**src/design/fin_ctrl_pkg.sv**
```systemverilog
`default_nettype none

// control encodings and default layer geometry
package fin_ctrl_pkg;

	typedef enum logic [2:0] {
		IDLE,	// waiting for a channel start
		LOAD,	// writing a group of lines into the banks
		FILL,	// first KH columns of the window
		SLIDE,	// STRIDE new columns after a win_next
		SERVE	// window held for the consumer
	} fin_state_t;

	// first layer: 11x11 kernel, stride 4
	localparam int DEF_KH = 11;
	localparam int DEF_STRIDE = 4;
	localparam int DEF_LINE_NEED = 6;
	localparam int DEF_LINE_WORDS = 32;	// multiple of 8 only
	localparam int DEF_FIFO_DEPTH = 4;

endpackage

`default_nettype wire

```
**src/design/fin_data_pkg.sv**
```systemverilog
`default_nettype none

// payload types shared by the input path and the line memories
package fin_data_pkg;

	// one single-precision feature value
	typedef logic [31:0] word_t;

	localparam int WORDS_PER_BEAT = 8;	// words in a 256-bit DDR beat

	// word 0 sits in the low bits, word 7 in the top bits
	typedef word_t [WORDS_PER_BEAT-1:0] beat_data_t;

	typedef struct packed {
		beat_data_t	data;
		logic		soc;	// first beat of a channel
		logic		sol;	// first beat of a line
	} fin_beat_t;

endpackage

`default_nettype wire
```
**src/design/fin_credit_fifo.sv**
```systemverilog
`default_nettype none

module fin_credit_fifo #(
	parameter int FIFO_DEPTH = fin_ctrl_pkg::DEF_FIFO_DEPTH
) (
	input wire clk,
	input wire rst_n,
	input wire push,
	input wire fin_data_pkg::fin_beat_t push_beat,
	input wire pop,
	output fin_data_pkg::fin_beat_t head,
	output logic head_valid,
	output logic credit
);
	import fin_data_pkg::*;

	localparam int PTR_W = (FIFO_DEPTH > 1) ? $clog2(FIFO_DEPTH) : 1;
	localparam int CNT_W = $clog2(FIFO_DEPTH + 1);

	fin_beat_t mem [FIFO_DEPTH];
	logic [PTR_W-1:0] wr_ptr;
	logic [PTR_W-1:0] rd_ptr;
	logic [CNT_W-1:0] count;

	// depth need not be a power of two
	function automatic logic [PTR_W-1:0] ptr_inc(input logic [PTR_W-1:0] p);
		return (p == PTR_W'(FIFO_DEPTH - 1)) ? '0 : p + 1'b1;
	endfunction

	always_ff @(posedge clk)
	begin
		if (push)
			mem[wr_ptr] <= push_beat;	// source never pushes without a credit
	end

	always_ff @(posedge clk or negedge rst_n)
	begin
		if (!rst_n)
		begin
			wr_ptr <= '0;
			rd_ptr <= '0;
			count <= '0;
			credit <= 1'b0;
		end
		else
		begin
			if (push)
				wr_ptr <= ptr_inc(wr_ptr);
			if (pop)
				rd_ptr <= ptr_inc(rd_ptr);
			case ({push, pop})
				2'b10: count <= count + 1'b1;
				2'b01: count <= count - 1'b1;
				default: count <= count;
			endcase
			credit <= pop;	// one credit back per beat taken
		end
	end

	assign head = mem[rd_ptr];
	assign head_valid = (count != '0);

endmodule

`default_nettype wire

```
**config.mk**
```make
export PLATFORM = sky130hd
export DESIGN_NAME = fin_credit_fifo
export DESIGN_NICKNAME = d
export VERILOG_FILES = /design/src/design/fin_ctrl_pkg.sv /design/src/design/fin_data_pkg.sv /design/src/design/fin_credit_fifo.sv
export SDC_FILE = /design/constraint.sdc
export NUM_CORES = 1
export LEC_CHECK = 0
export BUFFER_PORTS_ARGS = -buffer_cell sky130_fd_sc_hd__buf_2
export CAP_MARGIN = 20
export CORE_AREA = 5 5 258 449
export DETAILED_ROUTE_END_ITERATION = 10
export DIE_AREA = 0 0 263 454
export SYNTH_ARGS = -nofsm -noshare
export SYNTH_HDL_FRONTEND = slang
export SYNTH_SLANG_ARGS = --single-unit
```
**constraint.sdc**
```tcl
create_clock -name clk -period 9.2 [get_ports clk]
set_input_delay 2.3 -clock clk [delete_from_list [all_inputs] [get_ports clk]]
set_output_delay 2.3 -clock clk [all_outputs]
set_load 0.02 [all_outputs]
```
==> flow_summary.toml <==
[sta]
finalSetupTns_ps = 0
whs_ps = 463.8
finalHoldViolations = 0
worstMarginPinSlew_ps = 1102
maxSlewViolCount = 0
min_period_ps = 5410
setup_slack_ps = 3790
max-slew-margin-rel = 0.2653
skew_ps = 21.22
fmax_mhz = 184.9
period_share = 0.5880
rsz0062_at_grt = "false"
finalSetupViolCount = 0

[critical_path]
crit_type = "reg -> out"
worst_r2r_startpoint = "wr_ptr[0]"
critPathMaxFanout = 86
cp_cell_sequence = "buf_12 > mux4_2 > buf_2"
crit_path_start_kind = "flip-flop"
arrival_ps = 3110
worst-path-buf-inv = 2
slowest_stage = "dfrtp_4"
cpPeakStageDelay_ps = 820
setup.worst_path.start = "rd_ptr[0]"
endpoint_kind = "output port"
crit_family = "flip-flops"
cp_data_required_time_ps = 6900

[route]
vias = 16870
drt_pre_antenna_iters = 5
wl_per_cell_um = 22.90
drt_iter0_drc = 1214
routed_wl_mm = 81.10
via_per_inst = 4.762
antenna_left = 0
drc = 0

[run_status]
status = "completed"

[hold_path]
min-delay-start = "count[2]"
hp-class = "reg -> reg"

[global_route]
grtUsageTotal = 0.1323
grt_use_met3 = 0.05221
grtUsageMet2 = 0.2150
grt_max_degree = 126
grt_pass1_wl_mm = 120.0
grt_pass1_vias = 18200
met1_usage = 0.1626
grt_antenna_before_repair = 40
grt_overflow = 0
busiest_layer = "met2"

[die]
rows = 163
start_util = 0.3364
dieArea_um2 = 119400
fp.dieW_um = 263
die_h_um = 454
ios = 522
coreArea_um2 = 112000

[clock_network]
cts_resized = 0
cts_buffer_depth = 3
cts.hold.buffers_added = 0
path_clk_slew_ps = 60
post_cts_buffers = 0
worstSkewPairLatency_ps = 670
htreeDepth = 3
cts.sinks = 1040
cts_tree = "built"
cts_buffers = 95
clock-root-buffer = "clkbuf_16"

[yosys]
ys_ff_latch = 1040
syn_area_um2 = 37660
ys_warn_count = 0
synthCells = 1387
yosysSeqAreaShare = 0.8281
synth.distinct_cells = 18
syn_nets = 1656
synth_area_per_cell_um2 = 27.15

[layout]
final_cell_mix = "edfxtp_1 (1032), buf_2 (521), mux4_2 (258)"
syn_to_final_growth_pct = 19.79
mostFrequentLayoutCell = "edfxtp_1"
fillCellCount = 9780
layout-drive-gt1-share = 0.4610
nets = 2233
stdcell_area_um2 = 45120

[place]
hpwl_mm = 50.33
port_buffers = 521
post-place-ws_ps = 4254
gp_congestion = 0.7126
placed_area_um2 = 41970

[flow_run]
max_cap_viol_count = 0

[power]
peakVddDrop_v = 0.0002394
cellPowerDensity_nw_per_um2 = 325.4
total_power_mw = 14.68
leakage_nw = 14.99
[stage by stage]
step                      std cells    util
after floorplan                1387       -
after global placement         3352  0.3748
after detailed placement       3352  0.3748
after CTS                      3524  0.4025
after global routing           3530  0.4027
final                          3542  0.4029
[worst reg2reg max path: stages (launching register included)]
cell	delay, ps
dfrtp_1	410
inv_1	120
ha_1	150
and2_4	370
buf_4	650
buf_4	850
[logic make-up (layout without fill, tap and decap cells)]
family          count (synthesis)  count (layout)  synth area share
compound gates                  3               3         0.0003985
xor+xnor                        3               3         0.0006978
fa+ha+maj                       7               7          0.002525
buf+inv                        64             716           0.01199
flops                        1040            1040            0.8281
mux                           260             260            0.1549
other cells                     0              18                 0
simple gates                   10              10          0.001395
[registers in the layout (all words and copies together) (netlist names)]
register / cells
credit: 1
rd_ptr: 2
wr_ptr: 2
mem: 1032
count: 3
[synthesized netlist by cell type (all sizes together)]
library cell	instances	area (um2)
and2	4	25.02
buf	52	406.6
clkbuf	6	22.52
dfrtp	8	200.2
edfxtp	1032	30990
fa	1	20.02
ha	6	75.07
inv	6	22.52
mux2	2	22.52
mux4	258	5811
nand2	2	7.510
nor2	2	7.510
o21ai	3	15.01
or3	2	12.51
xnor2	1	8.760
xor2	2	17.52
[area by class of cell]
| type | instances | area, um2 | share of cell area |
|---|---|---|---|
| clock inverters | 55 | 576.8 | 0.01278 |
| inverters | 6 | 22.52 | 0.0004992 |
| diodes | 18 | 45.04 | 0.0009984 |
| clock buffers | 117 | 2524 | 0.05594 |
| multi-input cells | 283 | 6032 | 0.1337 |
| repair buffers | 538 | 2860 | 0.06340 |
| well taps | 1485 | 1858 | 0.04118 |
| flip-flops and latches | 1040 | 31200 | 0.6915 |
[per-layer routing]
metal	wire (um)	share of wire
met1	31220	0.38
met5	164	0.0020
met3	7569	0.093
met2	39850	0.49
met4	2295	0.028
[final timing paths]
kind | to | slack, ps | depth (start not counted)
setup / recovery | head[189] | 3790 | 3
hold / removal | count[2] | 460 | 1
setup reg to reg | mem[0][192] | 6170 | 5
hold reg to reg | count[2] | 460 | 1
max in group asynchronous | rd_ptr[1] | 7500 | 1
min in group asynchronous | wr_ptr[0] | 1480 | 1
[power breakdown]
group          internal, mW  switching [mW]
clock                  2.21            1.69
sequential             6.07           0.229
combinational          1.75            2.74
(Power assumes the default switching activity.)
