--- config.mk ---
export PLATFORM = sky130hd
export DESIGN_NAME = fin_buf_fsm
export DESIGN_NICKNAME = d
export VERILOG_FILES = /design/src/design/fin_ctrl_pkg.sv /design/src/design/fin_data_pkg.sv /design/src/design/fin_buf_fsm.sv
export SDC_FILE = /design/constraint.sdc
export NUM_CORES = 1
export LEC_CHECK = 0
export ABC_AREA = 1
export BUFFER_PORTS_ARGS = -buffer_cell sky130_fd_sc_hd__buf_4
export CAP_MARGIN = 10
export CORE_AREA = 2 2 108 110
export DETAILED_ROUTE_END_ITERATION = 8
export DIE_AREA = 0 0 110 112
export SYNTH_ARGS = -nofsm -noshare
export SYNTH_HDL_FRONTEND = slang
export SYNTH_SLANG_ARGS = --single-unit
--- constraint.sdc ---
create_clock -name clk -period 1.74 [get_ports clk]
set_input_delay 0.261 -clock clk [delete_from_list [all_inputs] [get_ports clk]]
set_output_delay 0.261 -clock clk [all_outputs]
set_load 0.02 [all_outputs]
--- src/design/fin_ctrl_pkg.sv ---
`default_nettype none

// control encodings and default layer geometry
package fin_ctrl_pkg;

	typedef enum logic [2:0] {
		IDLE,	// waiting for a channel start
		LOAD,	// writing a group of lines into the banks
		FILL,	// first KH columns of the window
		SLIDE,	// STRIDE new columns after a win_next
		SERVE	// window held for the consumer
	} fin_state_t;

	// first layer: 11x11 kernel, stride 4
	localparam int DEF_KH = 11;
	localparam int DEF_STRIDE = 4;
	localparam int DEF_LINE_NEED = 6;
	localparam int DEF_LINE_WORDS = 32;	// multiple of 8 only
	localparam int DEF_FIFO_DEPTH = 4;

endpackage

`default_nettype wire

--- src/design/fin_data_pkg.sv ---
`default_nettype none

// payload types shared by the input path and the line memories
package fin_data_pkg;

	// one single-precision feature value
	typedef logic [31:0] word_t;

	localparam int WORDS_PER_BEAT = 8;	// words in a 256-bit DDR beat

	// word 0 sits in the low bits, word 7 in the top bits
	typedef word_t [WORDS_PER_BEAT-1:0] beat_data_t;

	typedef struct packed {
		beat_data_t	data;
		logic		soc;	// first beat of a channel
		logic		sol;	// first beat of a line
	} fin_beat_t;

endpackage

`default_nettype wire
--- src/design/fin_buf_fsm.sv ---
`default_nettype none

module fin_buf_fsm (
	input wire clk,
	input wire rst_n,
	input wire fin_data_pkg::fin_beat_t head,
	input wire head_valid,
	input wire line_end,
	input wire group_full,
	input wire last_window,
	input wire busy,
	input wire win_next,
	output logic pop,
	output logic wr_en,
	output logic beat_step,
	output logic group_clear,
	output logic col_step,
	output logic col_clear,
	output logic fill_start,
	output logic slide_start,
	output logic win_valid
);
	import fin_ctrl_pkg::*;

	fin_state_t state;
	fin_state_t state_nxt;

	always_ff @(posedge clk or negedge rst_n)
	begin
		if (!rst_n)
			state <= IDLE;
		else
			state <= state_nxt;
	end

	always_comb
	begin
		state_nxt = state;
		pop = 1'b0;
		wr_en = 1'b0;
		beat_step = 1'b0;
		group_clear = 1'b0;
		fill_start = 1'b0;
		slide_start = 1'b0;
		case (state)
			IDLE:
			begin
				if (head_valid && head.soc)
				begin
					group_clear = 1'b1;	// soc beat stays at the head for LOAD
					state_nxt = LOAD;
				end
				else
					pop = head_valid;	// stray beats, credit still goes back
			end
			LOAD:
			begin
				pop = head_valid;
				wr_en = head_valid;
				beat_step = head_valid;
				// last beat of the last line completes the group
				if (head_valid && line_end && group_full)
				begin
					fill_start = 1'b1;
					state_nxt = FILL;
				end
			end
			FILL, SLIDE:
			begin
				if (!busy)
					state_nxt = SERVE;	// final read word lands this cycle
			end
			SERVE:
			begin
				if (win_next)
				begin
					slide_start = !last_window;
					state_nxt = last_window ? LOAD : SLIDE;
				end
			end
			default:
				state_nxt = IDLE;
		endcase
	end

	assign col_clear = fill_start;
	assign col_step = slide_start;
	assign win_valid = (state == SERVE);

endmodule

`default_nettype wire

==> impl_metrics.ini, run 1 <==
[layout]
largest_reg_flops = 3
multi_input_area_um2 = 161
reg.largest.list = state x3
layout.nets = 336
areaGrowthSynthToFinish_pct = 126
fillers = 1294
antennaDiodeCount = 0
final_area_um2 = 673
drive_above_1_share_pct = 44.9
layout.cells.non_filler = 212
final-seq-area_um2 = 75.1
largest-register = state

[sta]
setup_viol = 0
fin_skew_ps = 4.78
maxSlewHeadroom_pct = 87.4
period_share_pct = 93.2
period_minus_slack_ps = 1620
hold_viol_final = 0
max_freq_mhz = 616
rsz0062_at_grt = no
slew_viol_final = 0
finalSetupTns_ps = 0
worstMarginPinSlew_ps = 187

[floorplanning]
initial_utilization_pct = 2.66
pin_count = 275
rows = 39
die_x_um = 110
core_um2 = 11200
die_h_um = 112
fp.dieArea_um2 = 12300

[placement]
postPlaceCellArea_um2 = 582
portBuffers = 17
hpwl_mm = 1.05
routabilityCongestion = 0.758
placed_cells = 207

[outcome]
status = completed

[global_routing]
antenna_found_initial = 0
grt_pass1_vias = 364
grt_first_pass_wirelength_mm = 1.83
grtUsageTotal_pct = 2.21
grt.overflow.total = 0
grt_max_degree = 6

[logic_synthesis]
yosysWarningCount = 0
postSynthAreaPerCell_um2 = 5.96
synth_cells = 50
synth_area_um2 = 298
synth.distinct_cells = 12
yosysSeqAreaShare_pct = 25.2
ys_seq_elements = 3
synth_nets = 316

[detailed_routing]
vias = 347
routed_wl_mm = 1.23
drc = 0
firstDrtPassIters = 4
wl_per_cell_um = 5.79
viasPerCell = 1.64
drt_iter0_drc = 7
ant_nets = 0

[critical_path]
crit_start = state[0]
timing.rr.start = state[1]
arrival_ps = 1360
cpMostUsedCell = nor2_2
crit_slowest_cell = dfrtp_1
start_kind = flop
r2r_end = state[0]
crit_chain = inv_1 -> nand2_2 -> nor2_2 -> nand2_1 -> nor2_2 -> buf_4
cp.depth = 6
rrSetupSlack_ps = 620
critPathMaxStageDelay_ps = 410
critical_path_buf_inv_count = 2
critical_path.endpoint = col_step
cp.required_ps = 1480
path_max_fanout = 4
reg2regPathDepth = 6
endpoint_kind = output pin
path_class = flop to output pin
cp_top_family = simple AND/OR/NAND/NOR gates

[flow_run]
drv_cap = 0

[power]
ir_worst_vdd_mv = 0.327
p_leak_nw = 0.302
p_per_area_nw_per_um2 = 1450

[clock_tree]
clockBufferDepth = 2
path_clk_slew_ps = 30
cts_tree = built
cts_max_level = 1
root_buffer = clkbuf_16
cts_setup_buffers = 0
clock_latency_ps = 230
clock-sinks = 3
cts_made_buffers = 3

[min_path]
hold_class = input port to async pin
worst register-to-register path: stages, from the launching register on:
cell and delay (ps):
dfrtp_1 410, nor2_2 180, nand2_2 110, nor2_2 110
nor2_2 50, nand3_1 60, nand2_1 60
layer usage:
metal	vias up	GRT usage (%)	share of wire [%]
met5	-	0	0
met4	0	1.77	2.3
met3	5	0.937	4.8
met2	12	3.23	46
met1	147	2.47	47
li1	183	-	-
Yosys cell counts, drive strengths merged:
cell type / instances / area share, %
nand2: 13 / 18
a21oi: 1 / 1.7
buf: 3 / 7.6
nor3: 1 / 1.7
o21bai: 1 / 2.5
nand3: 7 / 12
nor2: 10 / 18
dfrtp: 3 / 25
inv: 11 / 14
metrics by stage:
step                setup slack (ps)  hold slack, ps  total power, mW  utilization (%)
floorplan                       61.6           -34.6            0.466                -
global placement                 293            51.1            0.600             5.21
detailed placement               313            54.6            0.602             5.21
CTS                             61.4             363            0.994             6.00
global route                    4.22             382             1.06             6.02
finish                           118             359            0.978             6.02
logic make-up (layout without fill, tap and decap cells):
family	after synthesis	after routing	synth area share, %
buffers and inverters	14	33	21.4
AOI/OAI and AO/OA	2	2	4.20
and+or+nand+nor	31	31	49.2
DFF	3	3	25.2
report_power, final:
part / switching (mW) / internal (mW) / total (mW) / leakage (nW)
Sequential: 0.0429 / 0.104 / 0.146 / 0.0388
Clock: 0.0734 / 0.303 / 0.377 / 0.0382
Combinational: 0.284 / 0.171 / 0.455 / 0.225
cell usage in the layout (no fill, tap or decap):
master and n:
clkbuf_1 1, nor2_1 3, buf_4 17, nand2_2 2, nand3_1 7, o21bai_1 1, nand2_1 11, a21oi_1 1
nor3_1 1, inv_1 9, inv_2 2, dlygate4sd3_1 1, nor2_2 7, clkbuf_16 3, dfrtp_1 3
worst min-delay path by stage:
stage / to / startpoint / cells past startpoint / slack (ps)
2_1_floorplan: state[0] / rst_n / 0 / -30
3_3_place_gp: state[2] / rst_n / 1 / 50
3_5_place_dp: state[2] / rst_n / 1 / 50
4_1_cts: state[1] / rst_n / 2 / 360
5_1_grt: state[1] / rst_n / 2 / 380
6_report: state[1] / rst_n / 2 / 360
final cells by class:
class | count | share of cell area (%)
multi-input cells | 33 | 24.0
repair buffers | 18 | 20.4
flip-flops and latches | 3 | 11.2
clock buffers | 4 | 11.7
inverters | 11 | 6.13
well taps | 143 | 26.6
what timing repair did:
action | in CTS | in global routing
endpoints found under the hold margin | 3 | 0
resized for setup | 0 | 1
endpoints found under the setup margin | 0 | 2
hold buffers | 1 | 0
Note: power is estimated with default switching activity, not from simulation.
==> run 2: changes to the inputs <==
--- a/config.mk
+++ b/config.mk
@@ -6,11 +6,14 @@
 export NUM_CORES = 1
 export LEC_CHECK = 0
 export ABC_AREA = 1
+export ABC_CLOCK_PERIOD_IN_PS = 1740
 export BUFFER_PORTS_ARGS = -buffer_cell sky130_fd_sc_hd__buf_4
 export CAP_MARGIN = 10
 export CORE_AREA = 2 2 108 110
 export DETAILED_ROUTE_END_ITERATION = 8
 export DIE_AREA = 0 0 110 112
+export RECOVER_POWER = 25
+export SKIP_CTS_REPAIR_TIMING = 1
 export SYNTH_ARGS = -nofsm -noshare
 export SYNTH_HDL_FRONTEND = slang
 export SYNTH_SLANG_ARGS = --single-unit
==> run 2 against run 1 <==
Fmax is essentially flat; clock skew is essentially flat; wire length grew 0.65%; clock-buffer cell count is the same; core utilization is essentially flat; first-iteration DRC count is the same; critical path depth is the same.
==> impl_metrics.ini, run 2 (same netlist as run 1, synthesis figures left out) <==
[detailed_routing]
ant_nets = 0
wl_per_cell_um = 5.83
viasPerCell = 1.65
drc = 0
firstDrtPassIters = 4
vias = 349
routed_wl_mm = 1.24
drt_iter0_drc = 7

[global_routing]
grt_util_met3_pct = 1.05
grt_first_pass_wirelength_mm = 1.82
antenna_found_initial = 0
grt.overflow.total = 0
grt.met1_usage_pct = 2.40
grt_max_degree = 6
gr-usage-met2_pct = 3.23
grt_pass1_vias = 361
grtUsageTotal_pct = 2.21
top_usage_layer = met2

[floorplanning]
fp.dieArea_um2 = 12300
pin_count = 275
die_x_um = 110
die_h_um = 112
rows = 39
core_um2 = 11200
initial_utilization_pct = 2.66

[sta]
period_share_pct = 93.2
max_freq_mhz = 616
finalSetupTns_ps = 0
setup_viol = 0
period_minus_slack_ps = 1620
rsz0062_at_grt = no
hold_viol_final = 0
slew_viol_final = 0
fin_skew_ps = 4.89
maxSlewHeadroom_pct = 87.4
worstMarginPinSlew_ps = 187
hold_ws_ps = 374

[critical_path]
path_max_fanout = 4
endpoint_kind = output pin
r2r_end = state[0]
arrival_ps = 1360
reg2regPathDepth = 6
start_kind = flop
cp.required_ps = 1480
crit_start = state[0]
critical_path.endpoint = col_step
rrSetupSlack_ps = 620
path_class = flop to output pin
timing.rr.start = state[1]

[layout]
drive_above_1_share_pct = 43.5
layout_common_cells = buf_4 (16), nand2_1 (11), inv_1 (9)
final_common_cell = buf_4
largest_reg_flops = 3
areaGrowthSynthToFinish_pct = 125
reg.largest.list = state x3
largest-register = state
final_core_util_pct = 5.99
antennaDiodeCount = 0
layout.nets = 336

[power]
p_per_area_nw_per_um2 = 1460
ir_worst_vdd_mv = 0.327
p_leak_nw = 0.298

[clock_tree]
clock_latency_ps = 230
clock-sinks = 3
root_buffer = clkbuf_16
clockBufferDepth = 2
cts_made_buffers = 3
path_clk_slew_ps = 30
cts_tree = built
cts_max_level = 1

[flow_run]
drv_cap = 0

[min_path]
hold_class = input port to async pin

[placement]
portBuffers = 17
hpwl_mm = 1.05
routabilityCongestion = 0.758

[outcome]
status = completed
## run 2: worst min path at each step
stage | cells after the start | endpoint | slack (ps) | startpoint
after floorplan | 0 | state[0] | -30 | rst_n
after global placement | 1 | state[2] | 50 | rst_n
after detailed placement | 1 | state[2] | 50 | rst_n
after CTS | 1 | state[1] | -190 | rst_n
after global routing | 2 | state[1] | 410 | rst_n
final | 2 | state[1] | 370 | rst_n
## run 2: worst max-delay path: stages (launching register included)
cell and delay [ps]:
dfrtp_1 410, inv_1 130, nand2_2 70, nor2_2 120
nand2_1 110, nor2_2 120, buf_4 170
## run 2: cell type report
class / count / area [µm²]
Tap cell: 143 / 179
Inverter: 11 / 41.3
Multi-Input combinational cell: 33 / 161
Fill cell: 1295 / 10500
Sequential cell: 3 / 75.1
Clock buffer: 4 / 78.8
Timing Repair Buffer: 18 / 134
## run 2: layer usage
metal	wire, µm	vias to the layer above	share of wire (%)
li1	-	183	-
met1	568	147	46
met2	563	15	46
met3	74	4	6.0
met4	29	0	2.3
met5	0	-	0
## run 2: report_power, final
part	total, mW	leakage, nW	switching (mW)	internal [mW]
sequential	0.146	0.0388	0.0429	0.104
clock	0.377	0.0382	0.0736	0.303
combinational	0.454	0.221	0.284	0.170
total	0.977	0.298	0.401	0.577
## run 2: per-stage QoR
| step | cells | total power, mW | area (µm²) | worst slack, ps |
|---|---|---|---|---|
| after floorplan | 50 | 0.466 | 298 | 61.6 |
| after global placement | 207 | 0.600 | 582 | 293 |
| after detailed placement | 207 | 0.602 | 582 | 313 |
| after CTS | 211 | 0.992 | 661 | 61.4 |
| after global routing | 212 | 1.06 | 669 | 4.22 |
| final | 212 | 0.977 | 669 | 118 |
==> run 3: changes to the inputs <==
--- a/config.mk
+++ b/config.mk
@@ -13,6 +13,7 @@
 export DETAILED_ROUTE_END_ITERATION = 8
 export DIE_AREA = 0 0 110 112
 export RECOVER_POWER = 25
+export REMOVE_ABC_BUFFERS = 1
 export SKIP_CTS_REPAIR_TIMING = 1
 export SYNTH_ARGS = -nofsm -noshare
 export SYNTH_HDL_FRONTEND = slang
==> run 3 against run 2 <==
Clock skew down 1.7 ps; clock power decreased by 1%; flip-flop and latch count unchanged; largest power group unchanged; sequential share of layout area fell by 0.12 points; sequential power barely moved; final area rose by 1.1%; die area is the same; power rose by 1.4%; core utilization rose by 0.067 points.
==> impl_metrics.ini, run 3 (same netlist as run 1, synthesis figures left out) <==
[sta]
max_freq_mhz = 635
finalSetupTns_ps = 0
setup_viol = 0
period_share_pct = 90.4
period_minus_slack_ps = 1570
slew_viol_final = 0
hold_viol_final = 0
worstMarginPinSlew_ps = 204
maxSlewHeadroom_pct = 86.3
hold_ws_ps = 376
rsz0062_at_grt = no
fin_skew_ps = 3.23
worst_slack_ps = 166

[layout]
drive_above_1_share_pct = 44.9
areaGrowthSynthToFinish_pct = 127
final_common_cell = buf_4
largest_reg_flops = 3
largest-register = state
reg.largest.list = state x3
final_area_um2 = 677
layout_common_cells = buf_4 (16), nand2_1 (10), inv_1 (9)
layout.cells.non_filler = 212
antennaDiodeCount = 0
layout.nets = 336
final_core_util_pct = 6.06

[critical_path]
cpMostUsedCell = nand2_2
arrival_ps = 1310
critical_path_buf_inv_count = 2
critPathMaxStageDelay_ps = 410
crit_chain = inv_1 -> nand2_2 -> nor2_4 -> nand2_2 -> nor2_2 -> buf_4
path_max_fanout = 4
crit_slowest_cell = dfrtp_1
cp.required_ps = 1480
timing.rr.start = state[1]
path_class = flop to output pin
start_kind = flop
crit_start = state[0]
endpoint_kind = output pin
cp_top_family = flip-flops

[power]
seqPwrFrac_pct = 14.7
sw_frac_of_total_pct = 41.4
clock_power_share_pct = 37.7
combPwrFrac_pct = 47.6
finalPower_uw = 991
p_per_area_nw_per_um2 = 1460
ir_worst_vdd_mv = 0.328
p_leak_nw = 0.299
p_int_uw = 581
power_switching_uw = 411

[floorplanning]
die_h_um = 112
initial_utilization_pct = 2.66
core_um2 = 11200
pin_count = 275
rows = 39
die_x_um = 110
fp.dieArea_um2 = 12300

[global_routing]
grtUsageTotal_pct = 2.24
grt_first_pass_wirelength_mm = 1.79
grt_pass1_vias = 339
grt_max_degree = 6
antenna_found_initial = 0
grt.overflow.total = 0

[placement]
place_worst_setup_slack_ps = 297
hpwl_mm = 1.06
routabilityCongestion = 0.703
postPlaceCellArea_um2 = 582
portBuffers = 17
placed_cells = 207

[flow_run]
drv_cap = 0

[detailed_routing]
ant_nets = 0
vias = 372
viasPerCell = 1.75
drc = 0
routed_wl_mm = 1.25
drt_iter0_drc = 13
wl_per_cell_um = 5.91
firstDrtPassIters = 4

[clock_tree]
cts_tree = built
cts_made_buffers = 3
clock-sinks = 3
path_clk_slew_ps = 30
clockBufferDepth = 2
clock_latency_ps = 230
root_buffer = clkbuf_16
cts_max_level = 1

[outcome]
status = completed

[min_path]
hold_class = input port to async pin
## run 3: cell count changes in the layout (fill, tap and decap cells not counted)
cell,previous run,this run
nand2_2,2,3
nand2_1,11,10
nor2_4,0,1
nor2_2,7,6
## run 3: final timing paths
path                       endpoint  slack, ps  cells after the start
min in group clk           state[2]        380                      4
min reg2reg                state[2]        630                      2
max in group asynchronous  state[0]       1210                      2
min                        state[1]        380                      2
max reg2reg                state[0]        610                      6
max                        col_step        170                      6
## run 3: cell type report
cell class | instances | area, µm²
timing repair buffer | 18 | 134
sequential | 3 | 75.1
clock buffer | 4 | 78.8
fill | 1290 | 10500
multi-input combinational | 33 | 169
inverter | 11 | 41.3
tap | 143 | 179
## run 3: per-layer routing
metal | global-route usage [%] | vias to the layer above | share of wire, %
li1 | - | 187 | -
met5 | 0 | - | 0
met3 | 1.29 | 4 | 5.8
met4 | 1.77 | 0 | 2.3
met2 | 3.27 | 14 | 50
met1 | 2.29 | 167 | 42
## run 3: power by group through the flow
stage                     combinational (mW)  clock (mW)  sequential (mW)
after floorplan                        0.311           0            0.139
after global placement                 0.452           0            0.145
after detailed placement               0.459           0            0.146
after CTS                              0.463       0.381            0.146
after global routing                   0.528       0.390            0.151
final                                  0.472       0.373            0.146
