### src/design/fin_ctrl_pkg.sv
`default_nettype none

// control encodings and default layer geometry
package fin_ctrl_pkg;

	typedef enum logic [2:0] {
		IDLE,	// waiting for a channel start
		LOAD,	// writing a group of lines into the banks
		FILL,	// first KH columns of the window
		SLIDE,	// STRIDE new columns after a win_next
		SERVE	// window held for the consumer
	} fin_state_t;

	// first layer: 11x11 kernel, stride 4
	localparam int DEF_KH = 11;
	localparam int DEF_STRIDE = 4;
	localparam int DEF_LINE_NEED = 6;
	localparam int DEF_LINE_WORDS = 32;	// multiple of 8 only
	localparam int DEF_FIFO_DEPTH = 4;

endpackage

`default_nettype wire

### src/design/fin_data_pkg.sv
`default_nettype none

// payload types shared by the input path and the line memories
package fin_data_pkg;

	// one single-precision feature value
	typedef logic [31:0] word_t;

	localparam int WORDS_PER_BEAT = 8;	// words in a 256-bit DDR beat

	// word 0 sits in the low bits, word 7 in the top bits
	typedef word_t [WORDS_PER_BEAT-1:0] beat_data_t;

	typedef struct packed {
		beat_data_t	data;
		logic		soc;	// first beat of a channel
		logic		sol;	// first beat of a line
	} fin_beat_t;

endpackage

`default_nettype wire
### src/design/fin_position_counter.sv
`default_nettype none

module fin_position_counter #(
	parameter int KH = fin_ctrl_pkg::DEF_KH,
	parameter int STRIDE = fin_ctrl_pkg::DEF_STRIDE,
	parameter int LINE_NEED = fin_ctrl_pkg::DEF_LINE_NEED,
	parameter int LINE_WORDS = fin_ctrl_pkg::DEF_LINE_WORDS,
	localparam int BPL = LINE_WORDS / fin_data_pkg::WORDS_PER_BEAT,
	localparam int OW = (LINE_WORDS - KH) / STRIDE + 1,
	localparam int BEAT_W = (BPL > 1) ? $clog2(BPL) : 1,
	localparam int LINE_W = (LINE_NEED > 1) ? $clog2(LINE_NEED) : 1,
	localparam int COL_W = (OW > 1) ? $clog2(OW) : 1
) (
	input wire clk,
	input wire rst_n,
	input wire beat_step,
	input wire sol,
	input wire group_clear,
	input wire col_step,
	input wire col_clear,
	output logic [BEAT_W-1:0] beat_idx,
	output logic [LINE_W-1:0] line_idx,
	output logic line_end,
	output logic group_full,
	output logic last_window
);

	logic [BEAT_W-1:0] beat_cnt;
	logic [LINE_W-1:0] line_cnt;
	logic [COL_W-1:0] col_cnt;

	// position of the beat at the FIFO head, sol realigns it to word 0
	assign beat_idx = sol ? '0 : beat_cnt;
	assign line_idx = line_cnt;
	assign line_end = (beat_idx == BEAT_W'(BPL - 1));
	assign group_full = (line_cnt == LINE_W'(LINE_NEED - 1));	// writing the last bank
	assign last_window = (col_cnt == COL_W'(OW - 1));

	// beats in a line, lines in a group; banks taken round robin
	always_ff @(posedge clk or negedge rst_n)
	begin
		if (!rst_n)
		begin
			beat_cnt <= '0;
			line_cnt <= '0;
		end
		else if (group_clear)
		begin
			beat_cnt <= '0;
			line_cnt <= '0;
		end
		else if (beat_step)
		begin
			if (line_end)
			begin
				beat_cnt <= '0;
				line_cnt <= group_full ? '0 : line_cnt + 1'b1;
			end
			else
				beat_cnt <= beat_idx + 1'b1;
		end
	end

	// output column of the window being served
	always_ff @(posedge clk or negedge rst_n)
	begin
		if (!rst_n)
			col_cnt <= '0;
		else if (col_clear)
			col_cnt <= '0;
		else if (col_step)
			col_cnt <= col_cnt + 1'b1;
	end

endmodule

`default_nettype wire

### config.mk
export PLATFORM = sky130hd
export DESIGN_NAME = fin_position_counter
export DESIGN_NICKNAME = d
export VERILOG_FILES = /design/src/design/fin_ctrl_pkg.sv /design/src/design/fin_data_pkg.sv /design/src/design/fin_position_counter.sv
export SDC_FILE = /design/constraint.sdc
export NUM_CORES = 1
export LEC_CHECK = 0
export ABC_AREA = 1
export BUFFER_PORTS_ARGS = -buffer_cell sky130_fd_sc_hd__buf_2
export CORE_AREA = 2 2 39 41
export CTS_CLUSTER_SIZE = 25
export DETAILED_ROUTE_END_ITERATION = 12
export DIE_AREA = 0 0 41 43
export PLACE_DENSITY = 0.57
export SYNTH_ARGS = -nofsm -noshare
export SYNTH_HDL_FRONTEND = slang
export SYNTH_SLANG_ARGS = --single-unit
### constraint.sdc
create_clock -name clk -period 2 [get_ports clk]
set_input_delay 0.3 -clock clk [delete_from_list [all_inputs] [get_ports clk]]
set_output_delay 0.3 -clock clk [all_outputs]
set_load 0.005 [all_outputs]
==> results of run 1 <==
==> cells in the mapped netlist <==
master / number / area (um2)
nor3_1: 1 / 5.00
nor2_1: 6 / 22.5
o31ai_1: 1 / 7.51
o21ai_0: 1 / 5.00
nand4_1: 1 / 6.26
ha_1: 3 / 37.5
dfrtp_1: 8 / 200
a21oi_1: 3 / 15.0
a211oi_1: 1 / 7.51
xnor2_1: 1 / 8.76
inv_2: 1 / 3.75
nand2_1: 7 / 26.3
nand3_1: 5 / 25.0
inv_1: 9 / 33.8
nand2_2: 1 / 6.26
a21oi_2: 1 / 8.76
==> cell families (layout without fill, tap and decap cells) <==
| family | count (synthesis) | count (layout) | synth area share [%] |
|---|---|---|---|
| and+or+nand+nor | 21 | 21 | 21.8 |
| buffers and inverters | 10 | 28 | 8.95 |
| DFF | 8 | 8 | 47.8 |
| AOI/OAI and AO/OA | 7 | 7 | 10.4 |
| adders and majority gates | 3 | 3 | 8.96 |
| xor gates and xnor gates | 1 | 1 | 2.09 |
==> power by group <==
part	total, mW	internal [mW]	switching, mW
sequential	0.174	0.169	0.00502
clock	0.118	0.0683	0.0492
combinational	0.0368	0.0166	0.0201
==> worst reg2reg max path: cells and delay by family, from the launching register on <==
kind | cells | cell delay, ns
AO/OA/AOI/OAI | 1 | 0.05
AND/OR/NAND/NOR | 3 | 0.39
buffers and inverters | 1 | 0.04
flip-flops | 1 | 0.35
adder cells (fa/ha/maj) | 1 | 0.24
==> flip-flops by register name, indices dropped and copies added, names as in the netlist <==
signal    cells
col_cnt       3
beat_cnt      2
line_idx      3
==> metrics by stage <==
step	power, mW	hold WS, ns	worst slack (ns)
3_5_place_dp	0.213	0.155	0.757
2_1_floorplan	0.193	0.00441	0.873
6_report	0.328	0.235	0.536
5_1_grt	0.358	0.222	0.401
3_3_place_gp	0.212	0.148	0.788
4_1_cts	0.338	0.227	0.521
==> metal layers <==
layer  global-route usage (%)  up-vias
met5                        0        -
met4                     14.0        0
met3                     1.57        2
met2                     18.4       16
met1                     14.4      166
li1                         -      198
==> cell usage in the layout (no fill, tap or decap), drive strengths merged, types with 3 or more instances in the layout <==
cell,count
a21oi,4
buf,14
clkbuf,3
dfrtp,8
ha,3
inv,10
nand2,8
nand3,5
nor2,6
==> cell type report <==
class	count	share of cell area (%)
Clock buffer	3	4.16
Inverter	10	6.93
Multi-Input combinational cell	32	33.5
Sequential cell	8	37.0
Tap cell	16	3.70
Timing Repair Buffer	15	14.8
==> worst max path at each step <==
stage	from	to	slack, ns	depth (start not counted)
floorplan	beat_cnt[0]	line_idx[1]	0.87	6
global placement	sol	line_end	0.79	4
detailed placement	sol	line_end	0.76	4
CTS	beat_cnt[0]	line_end	0.52	4
global route	beat_cnt[0]	line_end	0.40	4
finish	beat_cnt[0]	line_end	0.54	4
==> timing repair <==
action / 4_1_cts / 5_1_grt
hold buffers: 1 / 0
setup buffers: 0 / 0
endpoints found under the hold margin: 8 / 0
==> impl_metrics.env, run 1 <==
export IMPL_min_from="col_clear"
export IMPL_hpwl_um=647
export IMPL_highest_layer="met4"
export IMPL_initial_utilization_pct=30.3
export IMPL_worst_ep_required_time_ns=1.70
export IMPL_numCtsBuffers=3
export IMPL_max_slew_margin_pct=86.8
export IMPL_fill_cells=142
export IMPL_die_h_um=43
export IMPL_drive_above_1_share_pct=29.4
export IMPL_cts_tree="done"
export IMPL_crit_path_end_kind="primary output"
export IMPL_synthCells=50
export IMPL_area_delta_synth_final_pct=29.3
export IMPL_drtAntennaViolNets=0
export IMPL_slew_viol_final=0
export IMPL_cp_buffers_inverters=2
export IMPL_setup_viol_count_final=0
export IMPL_multi_input_area_um2=181
export IMPL_place_area_um2=509
export IMPL_diodes=0
export IMPL_netlist_area_um2=419
export IMPL_crit_family="flip-flops"
export IMPL_cts_sinks=8
export IMPL_p_leak_nw=0.307
export IMPL_min_path_type="input pin to register"
export IMPL_drc=0
export IMPL_h_tree_depth=1
export IMPL_ir_drop_mv=0.246
export IMPL_worst_path_max_delay_cell="dfrtp_1"
export IMPL_startpoint_type="register"
export IMPL_antenna_found_initial=0
export IMPL_vias=382
export IMPL_rows=14
export IMPL_coreArea_um2=1380
export IMPL_cap_violations=0
export IMPL_grt_use_total_pct=12.8
export IMPL_viasPerCell=4.55
export IMPL_num_io_pins=15
export IMPL_grt_max_degree=9
export IMPL_route_met3_wl_um=70
export IMPL_syn_num_nets=60
export IMPL_synth_seq_area_share_pct=47.8
export IMPL_crit_path_cell_trace="inv_1 > nor2_1 > ha_1 > buf_2"
export IMPL_clock_latency_ns=0.24
export IMPL_maxClockFrequency_ghz=0.683
export IMPL_cp_slowest_stage_delay_ns=0.35
export IMPL_power_density_nw_per_um2=606
export IMPL_r2r_end="line_idx[1]"
export IMPL_cp_arrival_ns=1.16
export IMPL_dp_cells=80
export IMPL_cts_clk_slew_worst_paths_ns=0.05
export IMPL_place_gp_congestion=0.704
export IMPL_die_area_um2=1760
export IMPL_worstMarginPinSlew_ns=0.197
export IMPL_path_class="register to primary output"
export IMPL_grt_pass1_vias=376
export IMPL_first_pass_iters=2
export IMPL_period_share_pct=73.2
export IMPL_wl_per_cell_um=9.62
export IMPL_fin_setup_tns_ns=0
export IMPL_clock_path_buffers=2
export IMPL_r2r_cells=6
export IMPL_yosys_register_bits=8
export IMPL_rrSetupSlack_ns=0.83
export IMPL_grt_pass1_wl_um=1450
export IMPL_regArea_um2=200
export IMPL_routed_wl_um=808
export IMPL_whs_endpoint="col_cnt[0]"
export IMPL_dieWidth_um=41
export IMPL_grt_overflow_total=0
export IMPL_met2_length_um=352
export IMPL_drt_iter0_drc=3
export IMPL_final_cells=84
export IMPL_outcome="finished clean"
export IMPL_worstReg2RegStart="beat_cnt[0]"
export IMPL_finClkSkew_ns=0.000541
export IMPL_cts_resized=0
export IMPL_nets=80
export IMPL_rsz0062_at_grt="false"
export IMPL_utilization_pct=39.2
export IMPL_yosys_warnings=0
export IMPL_whs_path_depth=2
export IMPL_crit_path_max_fanout=3
export IMPL_final_area_um2=542
export IMPL_synth_area_per_cell_um2=8.38
export IMPL_finalCriticalPeriod_ns=1.46
export IMPL_ys_types=16
export IMPL_finalHoldViolCount=0
export IMPL_root_buffer="clkbuf_4"
export IMPL_met1_length_um=365
export IMPL_port_buffers=14
Power figures use the tool's default switching activity.
==> run 2: changes to the inputs <==
ABC_AREA = 0   (was 1)
clock period = 1.5 ns   (was 2 ns; I/O delays follow)
==> impl_metrics.env, run 2 <==
export IMPL_die_h_um=43
export IMPL_worstMarginPinSlew_ns=0.180
export IMPL_p_leak_nw=0.289
export IMPL_rsz0062_at_grt="false"
export IMPL_yosys_area_top_type_share_pct=47.3
export IMPL_drc=0
export IMPL_yosys_warnings=0
export IMPL_maxClockFrequency_ghz=0.725
export IMPL_post_cts_buffers=0
export IMPL_viasPerCell=4.56
export IMPL_path_class="register to register"
export IMPL_crit_path_max_fanout=4
export IMPL_drt_iter0_drc=3
export IMPL_worst_ep_required_time_ns=1.64
export IMPL_power_density_nw_per_um2=808
export IMPL_synth_seq_area_share_pct=47.3
export IMPL_cts_clk_slew_worst_paths_ns=0.05
export IMPL_ir_drop_mv=0.489
export IMPL_drive_above_1_share_pct=41.8
export IMPL_cts_tree="done"
export IMPL_post_synth_top_area_cell="dfrtp_1"
export IMPL_ys_top_cells_by_count="dfrtp_1, nor2_1, ha_1"
export IMPL_final_area_um2=551
export IMPL_numCtsBuffers=3
export IMPL_syn_num_nets=47
export IMPL_dp_slack_ns=0.0717
export IMPL_synth_edf_count=0
export IMPL_finalHoldViolCount=0
export IMPL_rows=14
export IMPL_async_reset_ff_share_pct=100
export IMPL_cp_arrival_ns=1.51
export IMPL_grt_overflow_total=0
export IMPL_grt_pass1_vias=292
export IMPL_grt_use_total_pct=10.8
export IMPL_mostFrequentLayoutCell="buf_2"
export IMPL_h_tree_depth=1
export IMPL_outcome="finished clean"
export IMPL_synth_top_flop_cell="dfrtp_1"
export IMPL_yosys_register_bits=8
export IMPL_rrSetupSlack_ns=0.12
export IMPL_ys_types=19
export IMPL_root_buffer="clkbuf_4"
export IMPL_synth_area_per_cell_um2=11.4
export IMPL_finClkSkew_ns=0.00192
export IMPL_utilization_pct=39.8
export IMPL_drtAntennaViolNets=0
export IMPL_nets=67
export IMPL_worst_path_max_delay_cell="dfrtp_1"
export IMPL_fin_setup_tns_ns=0
export IMPL_finalCriticalPeriod_ns=1.38
export IMPL_min_path_type="input pin to register"
export IMPL_initial_utilization_pct=30.6
export IMPL_startpoint_type="register"
export IMPL_num_io_pins=15
export IMPL_max_slew_margin_pct=87.9
export IMPL_dieWidth_um=41
export IMPL_synth_most_common_cell="dfrtp_1"
export IMPL_port_buffers=14
export IMPL_crit_path_end_kind="register"
export IMPL_slew_viol_final=0
export IMPL_hpwl_um=612
export IMPL_clock_path_buffers=2
export IMPL_area_delta_synth_final_pct=30.2
export IMPL_period_share_pct=91.9
export IMPL_place_area_um2=513
export IMPL_cts_sinks=8
export IMPL_holdWs_ns=0.165
export IMPL_clock_latency_ns=0.25
export IMPL_grt_max_degree=9
export IMPL_diodes=0
export IMPL_setup_viol_count_final=0
export IMPL_fin_ws_ns=0.121
export IMPL_cap_violations=0
export IMPL_antenna_found_initial=0
export IMPL_crit_path_cell_trace="nor2b_1 > ha_2 > and3_2 > mux2_4"
export IMPL_cp_slowest_stage_delay_ns=0.34
export IMPL_synthCells=37
export IMPL_mostFrequentLayoutCells="buf_2, dfrtp_1, nor2_1"
export IMPL_netlist_area_um2=423
export IMPL_first_pass_iters=2
export IMPL_grt_pass1_wl_um=1200
export IMPL_place_gp_congestion=0.669
export IMPL_vias=324
export IMPL_die_area_um2=1760
export IMPL_wl_per_cell_um=10.7
export IMPL_coreArea_um2=1380
export IMPL_netlist_top_cells_area="dfrtp_1, ha_1, a21bo_2"
export IMPL_routed_wl_um=757
## run 2: metal layers
layer | part of all wire, % | wire (um) | up-vias | GRT usage (%)
met5 | 0 | 0 | - | 0
met4 | 0 | 0 | 0 | 4.00
met3 | 8.7 | 66 | 0 | 7.85
met2 | 42 | 316 | 11 | 12.8
met1 | 50 | 375 | 146 | 14.9
li1 | - | - | 167 | -
## run 2: cell type report
class / count / area, um2
clock buffer: 3 / 22.5
fill: 145 / 833
inverter: 1 / 3.75
multi-input combinational: 28 / 224
sequential: 8 / 200
tap: 16 / 20.0
timing repair buffer: 15 / 80.1
## run 2: worst paths after layout
path                       cells after the start   startpoint     endpoint
max                                            4  beat_cnt[1]  line_idx[1]
min                                            2    col_clear   col_cnt[2]
max reg2reg                                    4  beat_cnt[1]  line_idx[1]
min reg2reg                                    2   col_cnt[2]   col_cnt[2]
max in group asynchronous                      2        rst_n   col_cnt[1]
min in group asynchronous                      2        rst_n   col_cnt[0]
## run 2: per-stage QoR
| stage | total power, mW | cells |
|---|---|---|
| final | 0.445 | 71 |
| after global routing | 0.474 | 71 |
| after CTS | 0.453 | 71 |
| after detailed placement | 0.283 | 67 |
| after global placement | 0.282 | 67 |
| after floorplan | 0.257 | 37 |
## run 2: kinds of logic after synthesis
kind of cell    count (synthesis)  synth area share (%)
buf+inv                         1                 0.887
xor+xnor                        1                  2.07
simple gates                   15                  21.9
mux                             3                  8.28
compound gates                  6                  10.7
flops                           8                  47.3
fa+ha+maj                       3                  8.88
## run 2: where the power goes
| group | switching, mW | total (mW) | internal [mW] |
|---|---|---|---|
| combinational | 0.0248 | 0.0489 | 0.0241 |
| clock | 0.0728 | 0.164 | 0.0915 |
| sequential | 0.00644 | 0.231 | 0.225 |
| total | 0.104 | 0.445 | 0.341 |
## run 2: critical path: cells and delay by family, from the launching register on
family	cells	cell delay, ns
and+or+nand+nor	2	0.40
DFF	1	0.34
muxes	1	0.29
adders and majority gates	1	0.22
## run 2: timing repair
action | CTS | global route
endpoints found under the setup margin | 0 | 2
endpoints found under the hold margin | 8 | 0
resized for setup | 0 | 2
hold buffers | 1 | 0
==> run 3: changes to the inputs <==
--- a/config.mk
+++ b/config.mk
@@ -6,7 +6,8 @@
 export NUM_CORES = 1
 export LEC_CHECK = 0
-export ABC_AREA = 0
+export ABC_AREA = 1
 export BUFFER_PORTS_ARGS = -buffer_cell sky130_fd_sc_hd__buf_2
 export CORE_AREA = 2 2 39 41
+export CTS_BUF_LIST = sky130_fd_sc_hd__clkbuf_4
 export CTS_CLUSTER_SIZE = 25
 export DETAILED_ROUTE_END_ITERATION = 12
==> constraint.sdc (replaced) <==
create_clock -name clk -period 1.5 [get_ports clk]
set_input_delay 0.15 -clock clk [delete_from_list [all_inputs] [get_ports clk]]
set_output_delay 0.15 -clock clk [all_outputs]
set_load 0.005 [all_outputs]
==> impl_metrics.env, run 3 (synthesis gave the netlist of run 1 again) <==
export IMPL_mostFrequentLayoutCell="buf_2"
export IMPL_finalHoldViolCount=0
export IMPL_slew_viol_final=0
export IMPL_fin_setup_tns_ns=0
export IMPL_drive_above_1_share_pct=29.4
export IMPL_area_delta_synth_final_pct=29.3
export IMPL_nets=80
export IMPL_place_gp_congestion=0.739
export IMPL_drt_iter0_drc=2
export IMPL_cts_clk_slew_worst_paths_ns=0.06
export IMPL_cts_sinks=8
export IMPL_finalCriticalPeriod_ns=1.27
export IMPL_place_area_um2=509
export IMPL_crit_path_max_fanout=3
export IMPL_cp_arrival_ns=1.12
export IMPL_die_h_um=43
export IMPL_first_pass_iters=4
export IMPL_min_path_type="input pin to register"
export IMPL_cts_tree="done"
export IMPL_finClkSkew_ns=0.000400
export IMPL_period_share_pct=84.8
export IMPL_cts_resized=0
export IMPL_antenna_found_initial=0
export IMPL_hpwl_um=641
export IMPL_maxClockFrequency_ghz=0.786
export IMPL_r2r_cells=6
export IMPL_grt_pass1_wl_um=1430
export IMPL_rows=14
export IMPL_drc=0
export IMPL_fill_cells=143
export IMPL_h_tree_depth=1
export IMPL_worstMarginPinSlew_ns=0.206
export IMPL_vias=382
export IMPL_setup_viol_count_final=0
export IMPL_root_buffer="clkbuf_4"
export IMPL_numCtsBuffers=3
export IMPL_ir_drop_mv=0.329
export IMPL_whs_path_depth=2
export IMPL_dp_cells=80
export IMPL_coreArea_um2=1380
export IMPL_clock_path_buffers=2
export IMPL_port_buffers=14
export IMPL_p_leak_nw=0.307
export IMPL_grt_overflow_total=0
export IMPL_final_area_um2=542
export IMPL_outcome="finished clean"
export IMPL_rsz0062_at_grt="false"
export IMPL_worst_ep_required_time_ns=1.35
export IMPL_final_cells=84
export IMPL_startpoint_type="register"
export IMPL_die_area_um2=1760
export IMPL_cap_violations=0
export IMPL_grt_pass1_vias=365
export IMPL_initial_utilization_pct=30.3
export IMPL_grt_max_degree=9
export IMPL_path_class="register to primary output"
export IMPL_dieWidth_um=41
export IMPL_max_slew_margin_pct=86.1
export IMPL_viasPerCell=4.55
export IMPL_clock_latency_ns=0.25
export IMPL_routed_wl_um=813
export IMPL_num_io_pins=15
export IMPL_power_density_nw_per_um2=821
export IMPL_crit_path_end_kind="primary output"
export IMPL_drtAntennaViolNets=0
export IMPL_grt_use_total_pct=12.6
export IMPL_wl_per_cell_um=9.68
export IMPL_mostFrequentLayoutCells="buf_2, inv_1, dfrtp_1"
export IMPL_diodes=0
-- run 3: metal layers --
metal / up-vias / track usage (%) / share of wire (%)
met2: 20 / 17.8 / 42
met4: 0 / 10.0 / 0
met1: 164 / 15.4 / 50
met5: - / 0 / 0
li1: 198 / - / -
met3: 0 / 3.14 / 7.5
-- run 3: worst max-delay path, stage by stage, from the launching register on --
cell and delay (ns):
dfrtp_1 0.33, inv_1 0.04, nor2_1 0.15, ha_1 0.22, buf_2 0.13
-- run 3: final cells by class --
| class | count | area [um2] | area share [%] |
|---|---|---|---|
| multi-input cells | 32 | 181 | 33.5 |
| clock buffers | 3 | 22.5 | 4.16 |
| well taps | 16 | 20.0 | 3.70 |
| repair buffers | 15 | 80.1 | 14.8 |
| flip-flops and latches | 8 | 200 | 37.0 |
| inverters | 10 | 37.5 | 6.93 |
-- run 3: report_power, final --
group	switching (mW)	internal [mW]	total (mW)
Combinational	0.0270	0.0220	0.0490
Clock	0.0729	0.0916	0.164
Sequential	0.00622	0.225	0.231
Total	0.106	0.338	0.445
-- run 3: worst paths after layout --
path | from | end | slack [ns]
setup / recovery | beat_cnt[0] | line_end | 0.23
hold / removal | col_clear | col_cnt[0] | 0.08
setup reg to reg | beat_cnt[0] | line_idx[1] | 0.36
hold reg to reg | beat_cnt[1] | beat_cnt[1] | 0.54
max in group asynchronous | rst_n | col_cnt[2] | 1.06
min in group asynchronous | rst_n | beat_cnt[0] | 0.28
-- run 3: repair_timing --
item | in CTS | in global routing
hold endpoints to repair | 8 | 0
hold buffers | 1 | 0
setup buffers | 0 | 0
-- run 3: through the flow --
stage	setup slack (ns)	util [%]	hold WS (ns)	power (mW)
4_1_cts	0.208	39.2	0.0786	0.450
5_1_grt	0.0708	39.2	0.0832	0.466
2_1_floorplan	0.373	-	-0.146	0.258
3_3_place_gp	0.389	36.8	0.00494	0.283
3_5_place_dp	0.349	36.8	0.00504	0.283
6_report	0.229	39.2	0.0835	0.445
